`config.mk`:
```
export PLATFORM = sky130hd
export DESIGN_NAME = tiny_z80
export DESIGN_NICKNAME = d
export VERILOG_FILES = /design/src/z80_bus_pkg.sv /design/src/acc_pc_datapath.sv /design/src/bus_strobes.sv /design/src/cycle_sequencer.sv /design/src/tiny_z80.sv
export SDC_FILE = /design/constraint.sdc
export NUM_CORES = 1
export LEC_CHECK = 0
export BUFFER_PORTS_ARGS = -buffer_cell sky130_fd_sc_hd__buf_2
export CORE_AREA = 2 2 86 88
export DETAILED_ROUTE_END_ITERATION = 10
export DIE_AREA = 0 0 88 90
export PLACE_DENSITY = 0.91
export SLEW_MARGIN = 20
export SYNTH_ARGS = -nofsm -noshare
export SYNTH_HDL_FRONTEND = slang
export SYNTH_SLANG_ARGS = --single-unit
```
`constraint.sdc`:
```
create_clock -name clk -period 3.95 [get_ports clk]
set_input_delay 0.395 -clock clk [delete_from_list [all_inputs] [get_ports clk]]
set_output_delay 0.395 -clock clk [all_outputs]
set_load 0.005 [all_outputs]
```
`src/z80_bus_pkg.sv`:
```
// Shared types and bus widths for the small Z80-style core
// Imported by every RTL block and by the testbench bus model
package z80_bus_pkg;

  // Address and data bus widths
  localparam int addr_w = 16;
  localparam int data_w = 8;

  // Address source select from the sequencer to the datapath
  localparam logic [1:0] addr_sel_pc    = 2'd0;
  localparam logic [1:0] addr_sel_latch = 2'd1;
  localparam logic [1:0] addr_sel_io    = 2'd2;

  // Supported opcodes with their Z80 encodings
  // Every other byte is run as a NOP
  typedef enum logic [7:0] {
    op_nop     = 8'h00,
    op_ld_a_n  = 8'h3E,
    op_add_n   = 8'hC6,
    op_sub_n   = 8'hD6,
    op_and_n   = 8'hE6,
    op_or_n    = 8'hF6,
    op_xor_n   = 8'hEE,
    op_ld_nn_a = 8'h32,
    op_ld_a_nn = 8'h3A,
    op_out_n_a = 8'hD3,
    op_in_a_n  = 8'hDB,
    op_jp_nn   = 8'hC3,
    op_halt    = 8'h76
  } opcode_e;

  // Kind of machine cycle in progress
  typedef enum logic [2:0] {
    m_fetch,
    m_read_op,
    m_mem_read,
    m_mem_write,
    m_io_read,
    m_io_write,
    m_idle
  } mcycle_e;

  // T-state within a machine cycle
  typedef enum logic [2:0] {
    t1 = 3'd1,
    t2 = 3'd2,
    t3 = 3'd3,
    t4 = 3'd4
  } tstate_e;

  // Operation applied to the accumulator and the read byte
  typedef enum logic [2:0] {
    alu_pass,
    alu_add,
    alu_sub,
    alu_and,
    alu_or,
    alu_xor
  } alu_op_e;

endpackage
```
`src/acc_pc_datapath.sv`:
```
// Accumulator, program counter, operand latch and ALU of the core
// Driven by the sequencer controls, it forms the bus address and write data
`timescale 1ns/1ns

module acc_pc_datapath
  import z80_bus_pkg::*;
(
  input  logic              clk,
  input  logic              reset_n,
  input  logic [data_w-1:0] read_data,
  input  logic              load_ir,
  input  logic              load_lo,
  input  logic              load_hi,
  input  logic              load_acc,
  input  logic              pc_inc,
  input  logic              pc_load,
  input  logic [1:0]        addr_sel,
  input  alu_op_e           alu_op,
  output opcode_e           ir,
  output logic [addr_w-1:0] addr,
  output logic [data_w-1:0] dout,
  output logic              carry,
  output logic              zero
);

  logic [addr_w-1:0] pc_q;
  logic [data_w-1:0] lo_q;
  logic [data_w-1:0] hi_q;
  logic [data_w-1:0] acc_q;
  // Bit 8 is the carry or borrow out of the ALU
  logic [data_w:0]   alu_res;

  // ALU with Z80 8-bit semantics for the immediate group
  always_comb
  begin
    case (alu_op)
      alu_add: alu_res = {1'b0, acc_q} + {1'b0, read_data};
      alu_sub: alu_res = {1'b0, acc_q} - {1'b0, read_data};
      // Logic operations clear carry
      alu_and: alu_res = {1'b0, acc_q & read_data};
      alu_or:  alu_res = {1'b0, acc_q | read_data};
      alu_xor: alu_res = {1'b0, acc_q ^ read_data};
      default: alu_res = {carry, read_data};
    endcase
  end

  // Program counter, accumulator and flags
  always_ff @(posedge clk)
  begin
    if (!reset_n)
    begin
      pc_q  <= '0;
      acc_q <= '0;
      carry <= 1'b0;
      zero  <= 1'b0;
    end
    else
    begin
      // JP takes the high byte as it arrives and the low byte from the latch
      if (pc_load)
        pc_q <= {read_data, lo_q};
      else if (pc_inc)
        pc_q <= pc_q + addr_w'(1);

      if (load_acc)
      begin
        acc_q <= alu_res[data_w-1:0];
        // Plain loads and IN leave the flags alone
        if (alu_op != alu_pass)
        begin
          carry <= alu_res[data_w];
          zero  <= (alu_res[data_w-1:0] == '0);
        end
      end
    end
  end

  // Opcode and operand bytes are always written before they are used
  always_ff @(posedge clk)
  begin
    if (load_ir)
      ir <= opcode_e'(read_data);
    if (load_lo)
      lo_q <= read_data;
    if (load_hi)
      hi_q <= read_data;
  end

  // Address source, held for the whole machine cycle
  always_comb
  begin
    case (addr_sel)
      addr_sel_latch: addr = {hi_q, lo_q};
      // The port number appears on both halves of the bus
      addr_sel_io:    addr = {lo_q, lo_q};
      default:        addr = pc_q;
    endcase
  end

  // Only A is ever stored, so the write data is the accumulator
  assign dout = acc_q;

endmodule

```
`src/bus_strobes.sv`:
```
// Registered Z80 bus strobes and the read data latch
// Strobes follow the cycle kind and T-state from the sequencer and honour wait_n
`timescale 1ns/1ns

module bus_strobes
  import z80_bus_pkg::*;
#(
  parameter bit t2_write = 1'b1
)
(
  input  logic              clk,
  input  logic              reset_n,
  input  mcycle_e           mcycle,
  input  tstate_e           tstate,
  input  logic              wait_n,
  input  logic [data_w-1:0] di,
  output logic              mreq_n,
  output logic              iorq_n,
  output logic              rd_n,
  output logic              wr_n,
  output logic [data_w-1:0] read_data
);

  logic access_phase;
  logic write_phase;

  // Sampled in T1 and in every stretched T2, so the strobe is low
  // through T2 and all of its wait states
  assign access_phase = (tstate == t1) || (tstate == t2 && !wait_n);

  // With t2_write clear the write strobe is sampled from T2 and
  // goes low one clock later, after the data has settled
  assign write_phase = t2_write ? access_phase : (tstate == t2);

  always_ff @(posedge clk)
  begin
    if (!reset_n)
    begin
      mreq_n <= 1'b1;
      iorq_n <= 1'b1;
      rd_n   <= 1'b1;
      wr_n   <= 1'b1;
    end
    else
    begin
      // Strobes are inactive unless the cycle below asks for them
      mreq_n <= 1'b1;
      iorq_n <= 1'b1;
      rd_n   <= 1'b1;
      wr_n   <= 1'b1;
      case (mcycle)
        m_fetch:
        begin
          if (access_phase)
          begin
            mreq_n <= 1'b0;
            rd_n   <= 1'b0;
          end
          // Memory request also covers T3 of the fetch
          if (tstate == t2)
            mreq_n <= 1'b0;
        end
        m_read_op, m_mem_read:
        begin
          if (access_phase)
          begin
            mreq_n <= 1'b0;
            rd_n   <= 1'b0;
          end
        end
        m_io_read:
        begin
          if (access_phase)
          begin
            iorq_n <= 1'b0;
            rd_n   <= 1'b0;
          end
        end
        m_mem_write:
        begin
          if (write_phase)
          begin
            mreq_n <= 1'b0;
            wr_n   <= 1'b0;
          end
        end
        m_io_write:
        begin
          if (write_phase)
          begin
            iorq_n <= 1'b0;
            wr_n   <= 1'b0;
          end
        end
        default:
        begin
          // Idle while halted, no bus activity
        end
      endcase
    end
  end

  // Input data is taken on the edge that ends T2
  always_ff @(posedge clk)
  begin
    if (tstate == t2 && wait_n)
      read_data <= di;
  end

endmodule

```
`src/cycle_sequencer.sv`:
```
// Control FSM of the core: steps M-cycles and T-states and decodes the opcode
// The datapath and the bus strobe block follow the controls it produces
`timescale 1ns/1ns

module cycle_sequencer
  import z80_bus_pkg::*;
(
  input  logic       clk,
  input  logic       reset_n,
  input  logic       wait_n,
  input  opcode_e    ir,
  output mcycle_e    mcycle,
  output tstate_e    tstate,
  output logic       load_ir,
  output logic       load_lo,
  output logic       load_hi,
  output logic       load_acc,
  output logic       pc_inc,
  output logic       pc_load,
  output logic [1:0] addr_sel,
  output alu_op_e    alu_op,
  output logic       halt_n
);

  // Index of the current M-cycle within the instruction, fetch is 1
  logic [2:0] mindex;
  logic [2:0] next_index;
  mcycle_e    next_kind;
  logic       last_t;
  logic       op_read_end;
  logic       is_acc_imm;
  logic       is_addr_op;
  logic       is_long_addr;

  // Opcode groups used by the decoder
  assign is_acc_imm   = ir inside {op_ld_a_n, op_add_n, op_sub_n, op_and_n, op_or_n, op_xor_n};
  assign is_addr_op   = ir inside {op_out_n_a, op_in_a_n, op_jp_nn, op_ld_nn_a, op_ld_a_nn};
  assign is_long_addr = ir inside {op_jp_nn, op_ld_nn_a, op_ld_a_nn};

  // The fetch cycle ends in T4, all other cycles end in T3
  assign last_t = (mcycle == m_fetch) ? (tstate == t4) : (tstate == t3);

  // Final T-state of an operand read, where the latched byte is consumed
  assign op_read_end = (mcycle == m_read_op) && (tstate == t3);

  // Pick the next cycle kind from the opcode and the cycle index
  always_comb
  begin
    next_kind = m_fetch;
    case (mindex)
      3'd1:
      begin
        if (ir == op_halt)
          next_kind = m_idle;
        else if (is_acc_imm || is_addr_op)
          next_kind = m_read_op;
      end
      3'd2:
      begin
        if (ir == op_out_n_a)
          next_kind = m_io_write;
        else if (ir == op_in_a_n)
          next_kind = m_io_read;
        else if (is_long_addr)
          next_kind = m_read_op;
      end
      3'd3:
      begin
        if (ir == op_ld_nn_a)
          next_kind = m_mem_write;
        else if (ir == op_ld_a_nn)
          next_kind = m_mem_read;
      end
      default:
        next_kind = m_fetch;
    endcase
  end

  // A new instruction always restarts the index at 1
  assign next_index = (next_kind == m_fetch) ? 3'd1 : mindex + 3'd1;

  // Cycle and T-state registers
  always_ff @(posedge clk)
  begin
    if (!reset_n)
    begin
      mcycle <= m_fetch;
      tstate <= t1;
      mindex <= 3'd1;
    end
    else if (mcycle != m_idle)
    begin
      if (last_t)
      begin
        mcycle <= next_kind;
        mindex <= next_index;
        tstate <= t1;
      end
      else
      begin
        case (tstate)
          t1: tstate <= t2;
          // Memory or I/O holds the cycle here with wait_n low
          t2: if (wait_n) tstate <= t3;
          t3: tstate <= t4;
          default: tstate <= t1;
        endcase
      end
    end
  end

  // The opcode byte is latched at the end of T2, so it is moved into ir in T3
  // and is decoded at the end of T4
  assign load_ir = (mcycle == m_fetch) && (tstate == t3);

  // PC advances past the opcode and past each operand byte
  // The high byte of JP goes straight into the PC instead
  assign pc_inc = ((mcycle == m_fetch) && (tstate == t4)) ||
                  (op_read_end && !(ir == op_jp_nn && mindex == 3'd3));
  assign pc_load = op_read_end && (ir == op_jp_nn) && (mindex == 3'd3);

  // Operand bytes that form a port or memory address
  assign load_lo = op_read_end && (mindex == 3'd2) && is_addr_op;
  assign load_hi = op_read_end && (mindex == 3'd3) && is_long_addr;

  // Accumulator takes an immediate result, a memory byte or an I/O byte
  assign load_acc = (op_read_end && (mindex == 3'd2) && is_acc_imm) ||
                    (mcycle == m_mem_read && tstate == t3) ||
                    (mcycle == m_io_read && tstate == t3);

  // ALU function from the opcode, loads and IN pass the byte through
  always_comb
  begin
    case (ir)
      op_add_n: alu_op = alu_add;
      op_sub_n: alu_op = alu_sub;
      op_and_n: alu_op = alu_and;
      op_or_n:  alu_op = alu_or;
      op_xor_n: alu_op = alu_xor;
      default:  alu_op = alu_pass;
    endcase
  end

  // Address source for the whole cycle
  always_comb
  begin
    case (mcycle)
      m_mem_read, m_mem_write: addr_sel = addr_sel_latch;
      m_io_read, m_io_write:   addr_sel = addr_sel_io;
      default:                 addr_sel = addr_sel_pc;
    endcase
  end

  // Halted once the idle cycle is entered, left only by reset
  assign halt_n = (mcycle != m_idle);

endmodule

```
`src/tiny_z80.sv`:
```
// Top level of the small Z80-style core with its external bus
// Connects the sequencer, the datapath and the bus strobes
`timescale 1ns/1ns

module tiny_z80
  import z80_bus_pkg::*;
#(
  // Selects write strobe timing in the bus strobe block
  parameter bit t2_write = 1'b1
)
(
  input  logic              clk,
  input  logic              reset_n,
  input  logic              wait_n,
  input  logic [data_w-1:0] di,
  output logic [addr_w-1:0] addr,
  output logic [data_w-1:0] dout,
  output logic              mreq_n,
  output logic              iorq_n,
  output logic              rd_n,
  output logic              wr_n,
  output logic              halt_n
);

  // Sequencer to datapath
  opcode_e           ir;
  logic              load_ir;
  logic              load_lo;
  logic              load_hi;
  logic              load_acc;
  logic              pc_inc;
  logic              pc_load;
  logic [1:0]        addr_sel;
  alu_op_e           alu_op;

  // Sequencer to bus strobes and the latched input byte back
  mcycle_e           mcycle;
  tstate_e           tstate;
  logic [data_w-1:0] read_data;

  cycle_sequencer u_cycle_sequencer (
    .clk      (clk),
    .reset_n  (reset_n),
    .wait_n   (wait_n),
    .ir       (ir),
    .mcycle   (mcycle),
    .tstate   (tstate),
    .load_ir  (load_ir),
    .load_lo  (load_lo),
    .load_hi  (load_hi),
    .load_acc (load_acc),
    .pc_inc   (pc_inc),
    .pc_load  (pc_load),
    .addr_sel (addr_sel),
    .alu_op   (alu_op),
    .halt_n   (halt_n)
  );

  // Flags are kept internal, no opcode in the subset branches on them
  acc_pc_datapath u_acc_pc_datapath (
    .clk       (clk),
    .reset_n   (reset_n),
    .read_data (read_data),
    .load_ir   (load_ir),
    .load_lo   (load_lo),
    .load_hi   (load_hi),
    .load_acc  (load_acc),
    .pc_inc    (pc_inc),
    .pc_load   (pc_load),
    .addr_sel  (addr_sel),
    .alu_op    (alu_op),
    .ir        (ir),
    .addr      (addr),
    .dout      (dout),
    .carry     (),
    .zero      ()
  );

  bus_strobes #(
    .t2_write (t2_write)
  ) u_bus_strobes (
    .clk       (clk),
    .reset_n   (reset_n),
    .mcycle    (mcycle),
    .tstate    (tstate),
    .wait_n    (wait_n),
    .di        (di),
    .mreq_n    (mreq_n),
    .iorq_n    (iorq_n),
    .rd_n      (rd_n),
    .wr_n      (wr_n),
    .read_data (read_data)
  );

endmodule

```
Word-level counts from Yosys, hierarchy flattened. Index checks and enable logic that the tools add are counted.

Input port bits: 11. Output and inout bits: 29. Logic and storage cells: 114. Register bits after elaboration: 69.

Reduce and logical (&&, ||, !) cells: 39. Multiplexer cells: 22. Bitwise operators: 3. Equal/unequal tests: 33. $add $sub $neg: 4.

Operators with widths (number): equality test 8 bit (second input constant) (8); one-hot mux 8 bit (5 select lines) (1); 2-to-1 mux 16 bit (2); one-hot mux 16 bit (2 select lines) (1); equality test 3 x 2 -> 1 bit (second input constant) (8); equality test 8 x 6 -> 1 bit (second input constant) (3); 2-to-1 mux 3 bit (7); one-hot mux 3 bit (3 select lines) (2); adder 16 x 1 -> 16 bit (second input constant) (1); logical AND 1 bit (16); equality test 3 bit (second input constant) (5); one-hot mux 3 bit (5 select lines) (1); equality test 3 x 1 -> 1 bit (second input constant) (4); AND reduction 2 bit (5); adder 8 bit (1); AND 8 bit (1); equality test 8 x 7 -> 1 bit (second input constant) (1); OR 8 bit (1); subtractor 8 bit (1); XOR 8 bit (1); logical NOT 3 bit (2); != test 3 bit (second input constant) (2); nonzero test 6 bit (1); OR reduction 2 bit (3); other kinds (14) (23).

Longest topological paths before layout. Gate-level depths: netlist of the first run.

Depth after elaboration: 8. Gate-level depth with buffers: 13. Mapped depth without buffers: 12.

By module. From an unflattened synthesis of the first run, not the netlist that was laid out.

Cells, all modules: 525. Area total of the unflattened synthesis: 4748.3 um^2.

Modules (own cells, without submodules): acc_pc_datapath (seq. area each 1241.2 um^2, cells an instance 389, area an instance 3415.8 um^2, times used 1); cycle_sequencer (seq. area each 180.2 um^2, cells an instance 109, area an instance 889.6 um^2, times used 1); bus_strobes (seq. area each 320.3 um^2, cells an instance 27, area an instance 442.9 um^2, times used 1).

Least setup slack after synthesis of the first run. OpenSTA, ideal clock, no wires.

Kind: register to register. Start point: register u_acc_pc_datapath.ir[0]. End point: register u_acc_pc_datapath.acc_q[5] (netlist: u_acc_pc_datapath.dout[5]). Buffers on the path: 1. Stages on the path, launching flop included: 13. Setup slack: 1.287 ns. Required time: 3.876 ns. Arrival time: 2.589 ns. Setup time: 0.074 ns. Clock period less this slack: 2.663 ns. Cells stage by stage: edfxtp_1 -> and3b_1 -> clkbuf_1 -> nand4_1 -> nor2_1 -> a21o_1 -> inv_1 -> ha_1 -> nor2b_1 -> o31a_1 -> o21a_1 -> o31a_1 -> a31oi_1.

Longest elaborated chain between the ends: 5. Elaborated cells on any way between the ends: 17. Those cells by class: 11 x eq/ne; 2 x mux; 4 x reduce/logical.

RTL lines: from (decl) (line acc_pc_datapath.sv:19) `output opcode_e ir,`; from (signal assigned) (line acc_pc_datapath.sv:82) `ir <= opcode_e'(read_data);`; parallel branches: the longest is 5 deep, another holds equality test 8 bit; to (signal assigned) (line acc_pc_datapath.sv:67) `acc_q <= alu_res[data_w-1:0];`; to (decl) (line acc_pc_datapath.sv:29) `logic [data_w-1:0] acc_q;`.

Several ways; the timed one is not identified. A chain may end at the register's enable or synchronous reset.

Final worst setup path of the first run.
Start point: register u_acc_pc_datapath.ir[3]. End point: register u_acc_pc_datapath.acc_q[7] (netlist: u_acc_pc_datapath.dout[7]).

Same word-level chain as after synthesis.

==> results of run 1 <==
==> logic make-up after synthesis <==
logic type | after synthesis | share of synthesized area, %
and+or+nand+nor | 177 | 20.3
AOI/OAI and AO/OA | 161 | 23.7
DFF | 69 | 38.2
buffers and inverters | 55 | 5.39
adders and majority gates | 32 | 9.16
xor gates and xnor gates | 11 | 2.16
muxes | 4 | 1.07
==> report_power, final <==
| part | switching, mW | internal [mW] | leakage [nW] |
|---|---|---|---|
| registers | 0.0395 | 0.769 | 0.589 |
| clock network | 0.283 | 0.356 | 0.110 |
| logic | 0.104 | 0.0690 | 1.10 |
==> area by class of cell <==
type,count,share of cell area [%]
Multi-Input combinational cell,385,51.5
Sequential cell,69,34.8
Timing Repair Buffer,42,4.46
Clock buffer,10,2.61
Tap cell,99,2.54
Inverter,29,2.23
Clock inverter,6,1.79
==> worst paths after layout <==
| kind | slack, ns | cells past startpoint | endpoint |
|---|---|---|---|
| setup / recovery | 0.92 | 11 | u_acc_pc_datapath.dout[7] |
| hold / removal | 0.21 | 1 | u_bus_strobes.read_data[3] |
| setup reg to reg | 0.92 | 11 | u_acc_pc_datapath.dout[7] |
| hold reg to reg | 0.50 | 2 | u_acc_pc_datapath.pc_q[4] |
==> routing by layer <==
metal / GRT usage, % / part of all wire, % / wire length, um
met1: 37.5 / 40 / 4550
met2: 47.7 / 49 / 5470
met3: 7.81 / 8.5 / 954
met4: 11.4 / 2.5 / 281
met5: 0 / 0 / 0
==> sequential cells by signal (all words and copies together) (netlist names) <==
name                      count
u_acc_pc_datapath.lo_q        8
u_acc_pc_datapath.hi_q        8
u_bus_strobes.wr_n            1
u_bus_strobes.mreq_n          1
u_acc_pc_datapath.ir          8
u_cycle_sequencer.mcycle      3
u_bus_strobes.rd_n            1
u_bus_strobes.read_data       8
u_cycle_sequencer.mindex      3
u_bus_strobes.iorq_n          1
u_acc_pc_datapath.dout        8
u_cycle_sequencer.tstate      3
u_acc_pc_datapath.pc_q       16
==> synthesized netlist by cell type, drive strengths merged, types with 4 or more instances <==
| library cell | n | area, sq um |
|---|---|---|
| a221oi | 7 | 67.6 |
| o21ai | 51 | 255 |
| clkbuf | 18 | 67.6 |
| nand2 | 67 | 251 |
| ha | 31 | 388 |
| a31oi | 8 | 50.1 |
| buf | 8 | 63.8 |
| xnor2 | 11 | 96.3 |
| o31ai | 4 | 30.0 |
| nor3 | 15 | 75.1 |
| a22oi | 10 | 80.1 |
| o221a | 5 | 56.3 |
| and3 | 5 | 31.3 |
| o22ai | 7 | 43.8 |
| dfxtp | 37 | 741 |
| nand3b | 7 | 52.6 |
| and2 | 6 | 37.5 |
| nor2 | 24 | 90.1 |
| nor2b | 8 | 50.1 |
| inv | 29 | 109 |
| nor4 | 4 | 31.3 |
| a21o | 5 | 37.5 |
| o21a | 5 | 37.5 |
| nand4 | 5 | 31.3 |
| a21oi | 29 | 145 |
| nand2b | 6 | 37.5 |
| edfxtp | 32 | 961 |
| or2 | 5 | 31.3 |
| nand3 | 9 | 45.0 |
==> worst max-delay path, stage by stage (launching register included) <==
cell and delay (ns):
edfxtp_1 0.60, and3b_1 0.36, nand4_1 0.28, nor2b_1 0.26, xnor2_1 0.14, ha_1 0.35
o21a_1 0.20, o31a_1 0.13, nor3_1 0.18, o21bai_1 0.11, xnor2_1 0.14, o31ai_1 0.22
==> stage by stage <==
| stage | instance area, sq um | std cells | total power, mW |
|---|---|---|---|
| 2_1_floorplan | 4450 | 509 | 0.944 |
| 6_report | 4880 | 640 | 1.62 |
| 3_5_place_dp | 4660 | 624 | 0.992 |
| 4_1_cts | 4880 | 640 | 1.62 |
| 3_3_place_gp | 4660 | 624 | 0.985 |
| 5_1_grt | 4880 | 640 | 1.67 |
==> metrics.cfg, run 1 <==
[die]
core_sq_um = 7020
dieArea_sq_um = 7920
initial_core_util_pct = 63.4
die_w_um = 88
rows = 31
die_y_um = 90
ios = 40

[layout]
final_common_cell = nand2_1
syn2layout_area_growth_pct = 9.67
layout.nets = 579
final_cell_mix = nand2_1, o21ai_0, buf_2
drive_gt1_share_pct = 13.7
n_antenna_cell = 0
fin_util_pct = 69.6
ff_latch_area_sq_um = 1700
multi_input_comb_area_sq_um = 2520
fillers = 541

[clock_network]
clock-root-buffer = clkbuf_8
clock_latency_ns = 0.36
htree_levels = 3
clock_sinks = 69
cts_setup_buffers = 0
tritoncts = built
hold_buffers = 0
numCtsBuffers = 9
clkSlewWorstSetupHoldPaths_ns = 0.09
cts_resized = 0
cts_buffer_depth = 2

[global_routing]
grt_first_pass_wirelength_um = 18400
grt_usage_pct = 29.5
antenna_found_initial = 0
grt-ovfl-total = 0
grt_pass1_vias = 3853
grt_max_degree = 33

[placed_design]
routabilityCongestion = 0.920
post-place-ws_ns = 0.994
io_buffers = 39
hpwlAfterDp_um = 7970

[route]
wire_per_inst_um = 17.6
drt-total-wl_um = 11300
first_pass_iters = 6
initialDrtViolationCount = 281
route.antenna.remaining_nets = 0
routed_via_density = 6.37
route.detailed.drc = 0
vias = 4078

[power_and_ir_drop]
ir_drop_uv = 341
leakage_nw = 1.80
p_per_area_nw_per_um2 = 332

[sta]
tightest_slew_ns = 0.994
setup_viol = 0
fin_setup_tns_ns = 0
period_minus_slack_ns = 3.03
setup_ws_ns = 0.917
rsz0062_at_grt = no
max-slew-margin-rel_pct = 33.7
fin_crit_sh_pct = 76.8
holdWs_ns = 0.214
clock.fmax_mhz = 330
clock_skew_ns = 0.0176
finalHoldViolCount = 0
report.final.slew_viol_count = 0

[critical_path]
end_kind = flip-flop
critPathLaunch = u_acc_pc_datapath.ir[3]
start_kind = flip-flop
critPathRequiredTime_ns = 4.23
path_max_fanout = 15
timing.rr.start = u_acc_pc_datapath.ir[3]
critPathArrivalTime_ns = 3.31
critPathKind = reg2reg

[synth]
syn_avg_cell_area_sq_um = 8.75
ys_warn_count = 0
netlist_area_sq_um = 4450
synth-edff-count = 32
synth_cells = 509
async_flop_share_pct = 0
yosys_most_used_dff = dfxtp_1
synthDistinctLibCells = 68
syn-num-nets = 552
synth.yosys.seq_area_share_pct = 38.2
ys_seq_elements = 69

[min_path]
hold_path_class = in2reg
min_from = di[3]

[job]
cap_viol_max_count = 0

[status]
status = completed

No activity file was read; power rests on OpenSTA's default activity.
==> run 2: changes to the inputs <==
Settings changed: ABC_AREA set to 1, CORE_AREA 2 2 86 88 to 2 2 95 97, DIE_AREA 0 0 88 90 to 0 0 97 99, PLACE_DENSITY 0.91 to 0.82.
Clock period 3.95 ns to 2.5 ns, I/O delays scaled along.
==> metrics.cfg, run 2 <==
[critical_path]
start_kind = flip-flop
path_max_fanout = 8  ; -7
path_cells = inv_2, nand4_1, inv_2, nand2_4, nand2_2, xor2_1, ha_1, a21oi_2, o21ai_2, or2_4, a31oi_1, o21ai_1, nor3_1, nor2_1
cp_common_cell = inv_2
critPathRequiredTime_ns = 2.76  ; -1.47 ns
critPathKind = reg2reg
max_stage_delay_ns = 0.42  ; -0.18 ns
critPathArrivalTime_ns = 2.71  ; -0.60 ns
cpMaxStageDelayCell = edfxtp_1
end_kind = flip-flop

[synth]
netlist_area_sq_um = 4610  ; +3.4%
synth.top_cells.by_count = nand2_1, inv_1, nor2_1
synth.yosys.seq_area_share_pct = 36.9  ; -1.3 points
ys_warn_count = 0  ; unchanged
synth_most_common_cell = nand2_1
synth_cells = 604  ; +19%
syn-num-nets = 647  ; +17%
yosysTopAreaCell = edfxtp_1
synth-edff-count = 32  ; unchanged
synthDistinctLibCells = 46  ; -32%
yosys_most_used_dff = dfxtp_1
synthTopCellsByArea = edfxtp_1, dfxtp_1, nand2_1
yosys.area.top_type_share_pct = 20.9  ; -0.72 points
ys_seq_elements = 69  ; unchanged
syn_avg_cell_area_sq_um = 7.63  ; -13%
async_flop_share_pct = 0  ; unchanged

[sta]
clock.fmax_mhz = 409  ; +24%
clock_skew_ns = 0.0150  ; -0.00255 ns
max-slew-margin-rel_pct = 43.0  ; +9.3 points
period_minus_slack_ns = 2.44  ; -0.589 ns
tightest_slew_ns = 0.851  ; -0.143 ns
holdWs_ns = 0.0593  ; -0.154 ns
fin_crit_sh_pct = 97.7  ; +21 points
setup_viol = 0  ; unchanged
rsz0062_at_grt = yes
report.final.slew_viol_count = 0  ; unchanged
finalHoldViolCount = 0  ; unchanged

[power_and_ir_drop]
p_per_area_nw_per_um2 = 652  ; +96%
combPwrFrac_pct = 34.7  ; +24 points
power_frac_clock_pct = 24.9  ; -14 points
total_power_mw = 3.51  ; +120%
leakage_nw = 2.51  ; +39%
p_switching_mw = 1.35  ; +220%
p_sw_share_pct = 38.6  ; +12 points
p_seq_share_pct = 40.4  ; -9.5 points
power.internal_mw = 2.15  ; +80%
ir_drop_uv = 375  ; +10%

[die]
dieArea_sq_um = 9600  ; +21%
die_y_um = 99  ; +10%
ios = 40  ; unchanged
core_sq_um = 8550  ; +22%
rows = 34  ; +9.7%
initial_core_util_pct = 53.9  ; -9.6 points
die_w_um = 97  ; +10%

[layout]
final_cell_mix = nand2_1, inv_1, nor2_1
fin_util_pct = 63.0  ; -6.6 points
n_antenna_cell = 0  ; unchanged
regMostFlops = u_acc_pc_datapath.pc_q
final_common_cell = nand2_1
largest_register_ffs = 16  ; unchanged
syn2layout_area_growth_pct = 16.9
layout.nets = 720  ; +24%
drive_gt1_share_pct = 23.8  ; +10 points

[route]
route.detailed.drc = 0  ; unchanged
routed_via_density = 5.72  ; -10%
initialDrtViolationCount = 373  ; +33%
route.antenna.remaining_nets = 0  ; unchanged
first_pass_iters = 5  ; -1
drt-total-wl_um = 12200  ; +8.6%
vias = 4517  ; +11%
wire_per_inst_um = 15.5  ; -12%

[placed_design]
routabilityCongestion = 0.947  ; +3.0%
hpwlAfterDp_um = 8820  ; +11%
io_buffers = 39  ; unchanged

[global_routing]
grt_pass1_vias = 4128  ; +7.1%
grt_max_degree = 20  ; -39%
grt-ovfl-total = 0  ; unchanged
grt_first_pass_wirelength_um = 19500  ; +6.0%
antenna_found_initial = 0  ; unchanged
grt_usage_pct = 25.3  ; -4.2 points

[clock_network]
cts_buffer_depth = 2  ; unchanged
hold_buffers = 0  ; unchanged
tritoncts = built
clkSlewWorstSetupHoldPaths_ns = 0.08  ; about the same
clock_sinks = 69  ; unchanged
htree_levels = 3  ; unchanged
numCtsBuffers = 9  ; unchanged
clock_latency_ns = 0.37  ; about the same
clock-root-buffer = clkbuf_8

[status]
status = completed

[min_path]
hold_path_class = in2reg

[job]
cap_viol_max_count = 0  ; unchanged

[run 2: stage by stage]
step / instances / TNS, ns / setup WS (ns) / cell area, sq um
after floorplan: 604 / 0 / 0.176 / 4610
after CTS: 775 / 0 / 0.0000284 / 5220
final: 790 / 0 / 0.0566 / 5380
after global routing: 790 / -0.375 / -0.160 / 5380
after detailed placement: 759 / -0.0441 / -0.0441 / 5020
after global placement: 759 / 0 / 0.0554 / 5020
[run 2: power by group through the flow]
stage	Clock [mW]	Combinational, mW	Sequential [mW]
global placement	0	1.03	1.43
global route	0.928	1.35	1.43
floorplan	0	0.718	1.42
finish	0.873	1.22	1.42
CTS	0.876	1.09	1.42
detailed placement	0	1.07	1.44
[run 2: what timing repair did]
item                                    4_1_cts  5_1_grt
endpoints found under the setup margin       13       19
pin swaps                                     0        9
gates resized for setup                       5       25
buffers inserted                              0       15
[run 2: path summary, 6_finish.rpt]
path                                    from                          to  slack [ns]  cells past startpoint
hold / removal                         di[2]  u_bus_strobes.read_data[2]        0.06                      1
setup / recovery     u_acc_pc_datapath.ir[5]   u_acc_pc_datapath.dout[4]        0.06                     14
hold reg to reg   u_acc_pc_datapath.pc_q[14]  u_acc_pc_datapath.pc_q[14]        0.49                      2
setup reg to reg     u_acc_pc_datapath.ir[5]   u_acc_pc_datapath.dout[4]        0.06                     14
[run 2: cells by family (layout without fill, tap and decap cells)]
group           after synthesis  in the layout  synth area share (%)
compound gates              127            127                  16.9
xor+xnor                     10             10                  1.90
fa+ha+maj                    32             32                  8.86
buf+inv                     102            180                  9.02
flops                        69             69                  36.9
simple gates                264            264                  26.4
[run 2: worst max-delay path: cells and delay by family (launching register included)]
kind	cells	cell delay, ns
and+or+nand+nor	6	0.78
AOI/OAI and AO/OA	4	0.47
DFF	1	0.42
adders and majority gates	1	0.29
buffers and inverters	2	0.23
xor gates and xnor gates	1	0.15
[run 2: routing by layer]
metal  track usage [%]  vias to the layer above  part of all wire [%]
met5                 0                        -                     0
met4              9.86                        0                   2.8
met3              6.60                       42                   8.9
met2              41.1                      210                    47
met1              32.7                     2102                    41
li1                  -                     2163                     -
[run 2: final cells by class]
cell class | instances | area, sq um
clock inverter | 7 | 57.6
inverter | 88 | 334
clock buffer | 9 | 124
multi-input combinational | 433 | 2550
sequential | 69 | 1710
tap | 108 | 135
timing repair buffer | 76 | 473
fill | 703 | 3170
==> run 3: changes to the inputs <==
Settings changed: CORE_AREA 2 2 95 97 to 2 2 92 94, DIE_AREA 0 0 97 99 to 0 0 94 96, PLACE_DENSITY 0.82 to 0.85, SYNTH_HIERARCHICAL set to 1.
Clock period 2.5 ns to 2.6 ns, I/O delays scaled along.
==> metrics.cfg, run 3 <==
[status]
status = finished with violations
violations = setup timing

[route]
first_pass_iters = 5  ; unchanged
vias = 4741  ; +5.0%
routed_via_density = 5.80  ; +1.5%
initialDrtViolationCount = 367  ; -1.6%
wire_per_inst_um = 16.2  ; +4.7%
route.antenna.remaining_nets = 0  ; unchanged
drt-total-wl_um = 13300  ; +8.3%
route.detailed.drc = 0  ; unchanged

[critical_path]
max_stage_delay_ns = 0.44  ; +0.02 ns
critPathArrivalTime_ns = 3.29  ; +0.58 ns
end_kind = flip-flop
path_max_fanout = 5  ; -3
critPathKind = reg2reg
path_delay_family = simple AND/OR/NAND/NOR gates
critPathRequiredTime_ns = 2.88  ; +0.12 ns
crit_buf_inv = 5  ; +3
path_cells = inv_2, nand2_2, nor2_4, buf_6, nand2_1, nand2_2, inv_2, nor3_4, inv_2, o31ai_4, xor2_1, inv_1, ha_4, nand2_4, nor2_2, nand2_1, nand3_1, nand3_1, nand2_1, nand2_2, a21oi_2
cpMaxStageDelayCell = edfxtp_1
start_kind = flip-flop

[global_routing]
antenna_found_initial = 0  ; unchanged
grt_pass1_vias = 4165  ; +0.90%
grt_max_degree = 24  ; +20%
grt-ovfl-total = 0  ; unchanged
grt_first_pass_wirelength_um = 19200  ; -1.5%
grt_usage_pct = 27.3  ; +1.9 points

[sta]
fin_crit_sh_pct = 116  ; +18 points
clock_skew_ns = 0.0114  ; -0.00361 ns
max-slew-margin-rel_pct = 40.9  ; -2.1 points
rsz0062_at_grt = yes
tightest_slew_ns = 0.883  ; +0.0318 ns
setup_viol = 7  ; +7
clock.fmax_mhz = 332  ; -19%
setup_ws_ns = -0.412  ; -0.469 ns
report.final.slew_viol_count = 0  ; unchanged
period_minus_slack_ns = 3.01  ; +0.569 ns
finalHoldViolCount = 0  ; unchanged

[clock_network]
hold_buffers = 0  ; unchanged
clock_sinks = 69  ; unchanged
htree_levels = 3  ; unchanged
clock_latency_ns = 0.35  ; -0.02 ns
tritoncts = built
cts_buffer_depth = 2  ; unchanged
clkSlewWorstSetupHoldPaths_ns = 0.08  ; about the same
clock-root-buffer = clkbuf_8
numCtsBuffers = 9  ; unchanged

[placed_design]
place_area_sq_um = 5150  ; +2.6%
hpwlAfterDp_um = 8650  ; -1.9%
routabilityCongestion = 0.956  ; +0.85%
io_buffers = 39  ; unchanged
post-place-ws_ns = -0.208  ; -0.163 ns

[die]
rows = 33  ; -2.9%
die_w_um = 94  ; -3.1%
core_sq_um = 8050  ; -5.8%
die_y_um = 96  ; -3.0%
initial_core_util_pct = 57.4  ; +3.5 points
dieArea_sq_um = 9020  ; -6.0%
ios = 40  ; unchanged

[layout]
final_cell_mix = nand2_1, inv_1, nor2_1
syn2layout_area_growth_pct = 22.0
drive_gt1_share_pct = 25.6  ; +1.8 points
fin_util_pct = 70.0  ; +7.0 points
n_antenna_cell = 0  ; unchanged
largest_register_ffs = 16  ; unchanged
fillers = 621  ; -12%
regMostFlops = u_acc_pc_datapath/pc_q
final_common_cell = nand2_1
postLayoutCellArea_sq_um = 5630  ; +4.6%
layout.nets = 751  ; +4.3%

[synth]
syn_avg_cell_area_sq_um = 7.35  ; -3.6%
netlist_area_sq_um = 4620  ; +0.27%
synth_cells = 628  ; +4.0%
syn-num-nets = 672  ; +3.9%
ys_warn_count = 6  ; +6

[power_and_ir_drop]
power.internal_mw = 1.90  ; -12%
p_switching_mw = 0.946  ; -30%
p_seq_share_pct = 44.6  ; +4.2 points
combPwrFrac_pct = 26.3  ; -8.4 points
p_per_area_nw_per_um2 = 505  ; -22%
ir_drop_uv = 430  ; +15%
p_sw_share_pct = 33.2  ; -5.4 points
total_power_mw = 2.85  ; -19%
power_frac_clock_pct = 29.1  ; +4.2 points
leakage_nw = 2.52  ; +0.54%

[min_path]
hold_path_class = in2reg

[job]
cap_viol_max_count = 0  ; unchanged

run 3: layout make-up:
cell class | instances | area [sq um] | share of cell area (%)
multi-input cells | 449 | 2740 | 48.6
clock buffers | 12 | 156 | 2.78
repair buffers | 79 | 507 | 8.99
inverters | 99 | 372 | 6.60
flip-flops and latches | 69 | 1700 | 30.2
well taps | 105 | 131 | 2.33
clock inverters | 4 | 28.8 | 0.511
run 3: worst paths after layout:
path / from / endpoint / slack, ns / cells after the start
min: di[5] / u_bus_strobes/read_data[5] / 0.09 / 1
max: u_acc_pc_datapath/ir[3] / u_acc_pc_datapath/dout[7] / -0.41 / 21
max reg2reg: u_acc_pc_datapath/ir[3] / u_acc_pc_datapath/dout[7] / -0.41 / 21
min reg2reg: u_acc_pc_datapath/pc_q[14] / u_acc_pc_datapath/pc_q[14] / 0.52 / 2
run 3: timing repair:
item | CTS | global route
setup buffers | 7 | 4
setup endpoints to repair | 8 | 21
endpoints found under the hold margin | 0 | 0
pin swaps | 16 | 28
gates resized for setup | 12 | 44
run 3: stage by stage:
stage                     setup TNS [ns]  instances  hold WS, ns
final                              -2.11        817       0.0855
after detailed placement          -0.952        790        0.438
after floorplan                        0        628        0.329
after global placement            -0.102        790        0.436
after global routing               -2.47        817       0.0728
after CTS                         -0.480        813       0.0725
run 3: power by group through the flow:
stage	Clock [mW]	Sequential (mW)	Combinational (mW)
2_1_floorplan	0	1.28	0.407
6_report	0.830	1.27	0.749
4_1_cts	0.846	1.26	0.654
3_3_place_gp	0	1.28	0.588
3_5_place_dp	0	1.29	0.620
5_1_grt	0.884	1.27	0.810
run 3: routing by layer:
metal / routed length [um] / vias to the layer above / track usage (%)
met2: 6510 / 270 / 48.2
met3: 1120 / 54 / 4.07
li1: - / 2209 / -
met4: 528 / 0 / 11.7
met5: 0 / - / 0
met1: 5090 / 2208 / 33.2
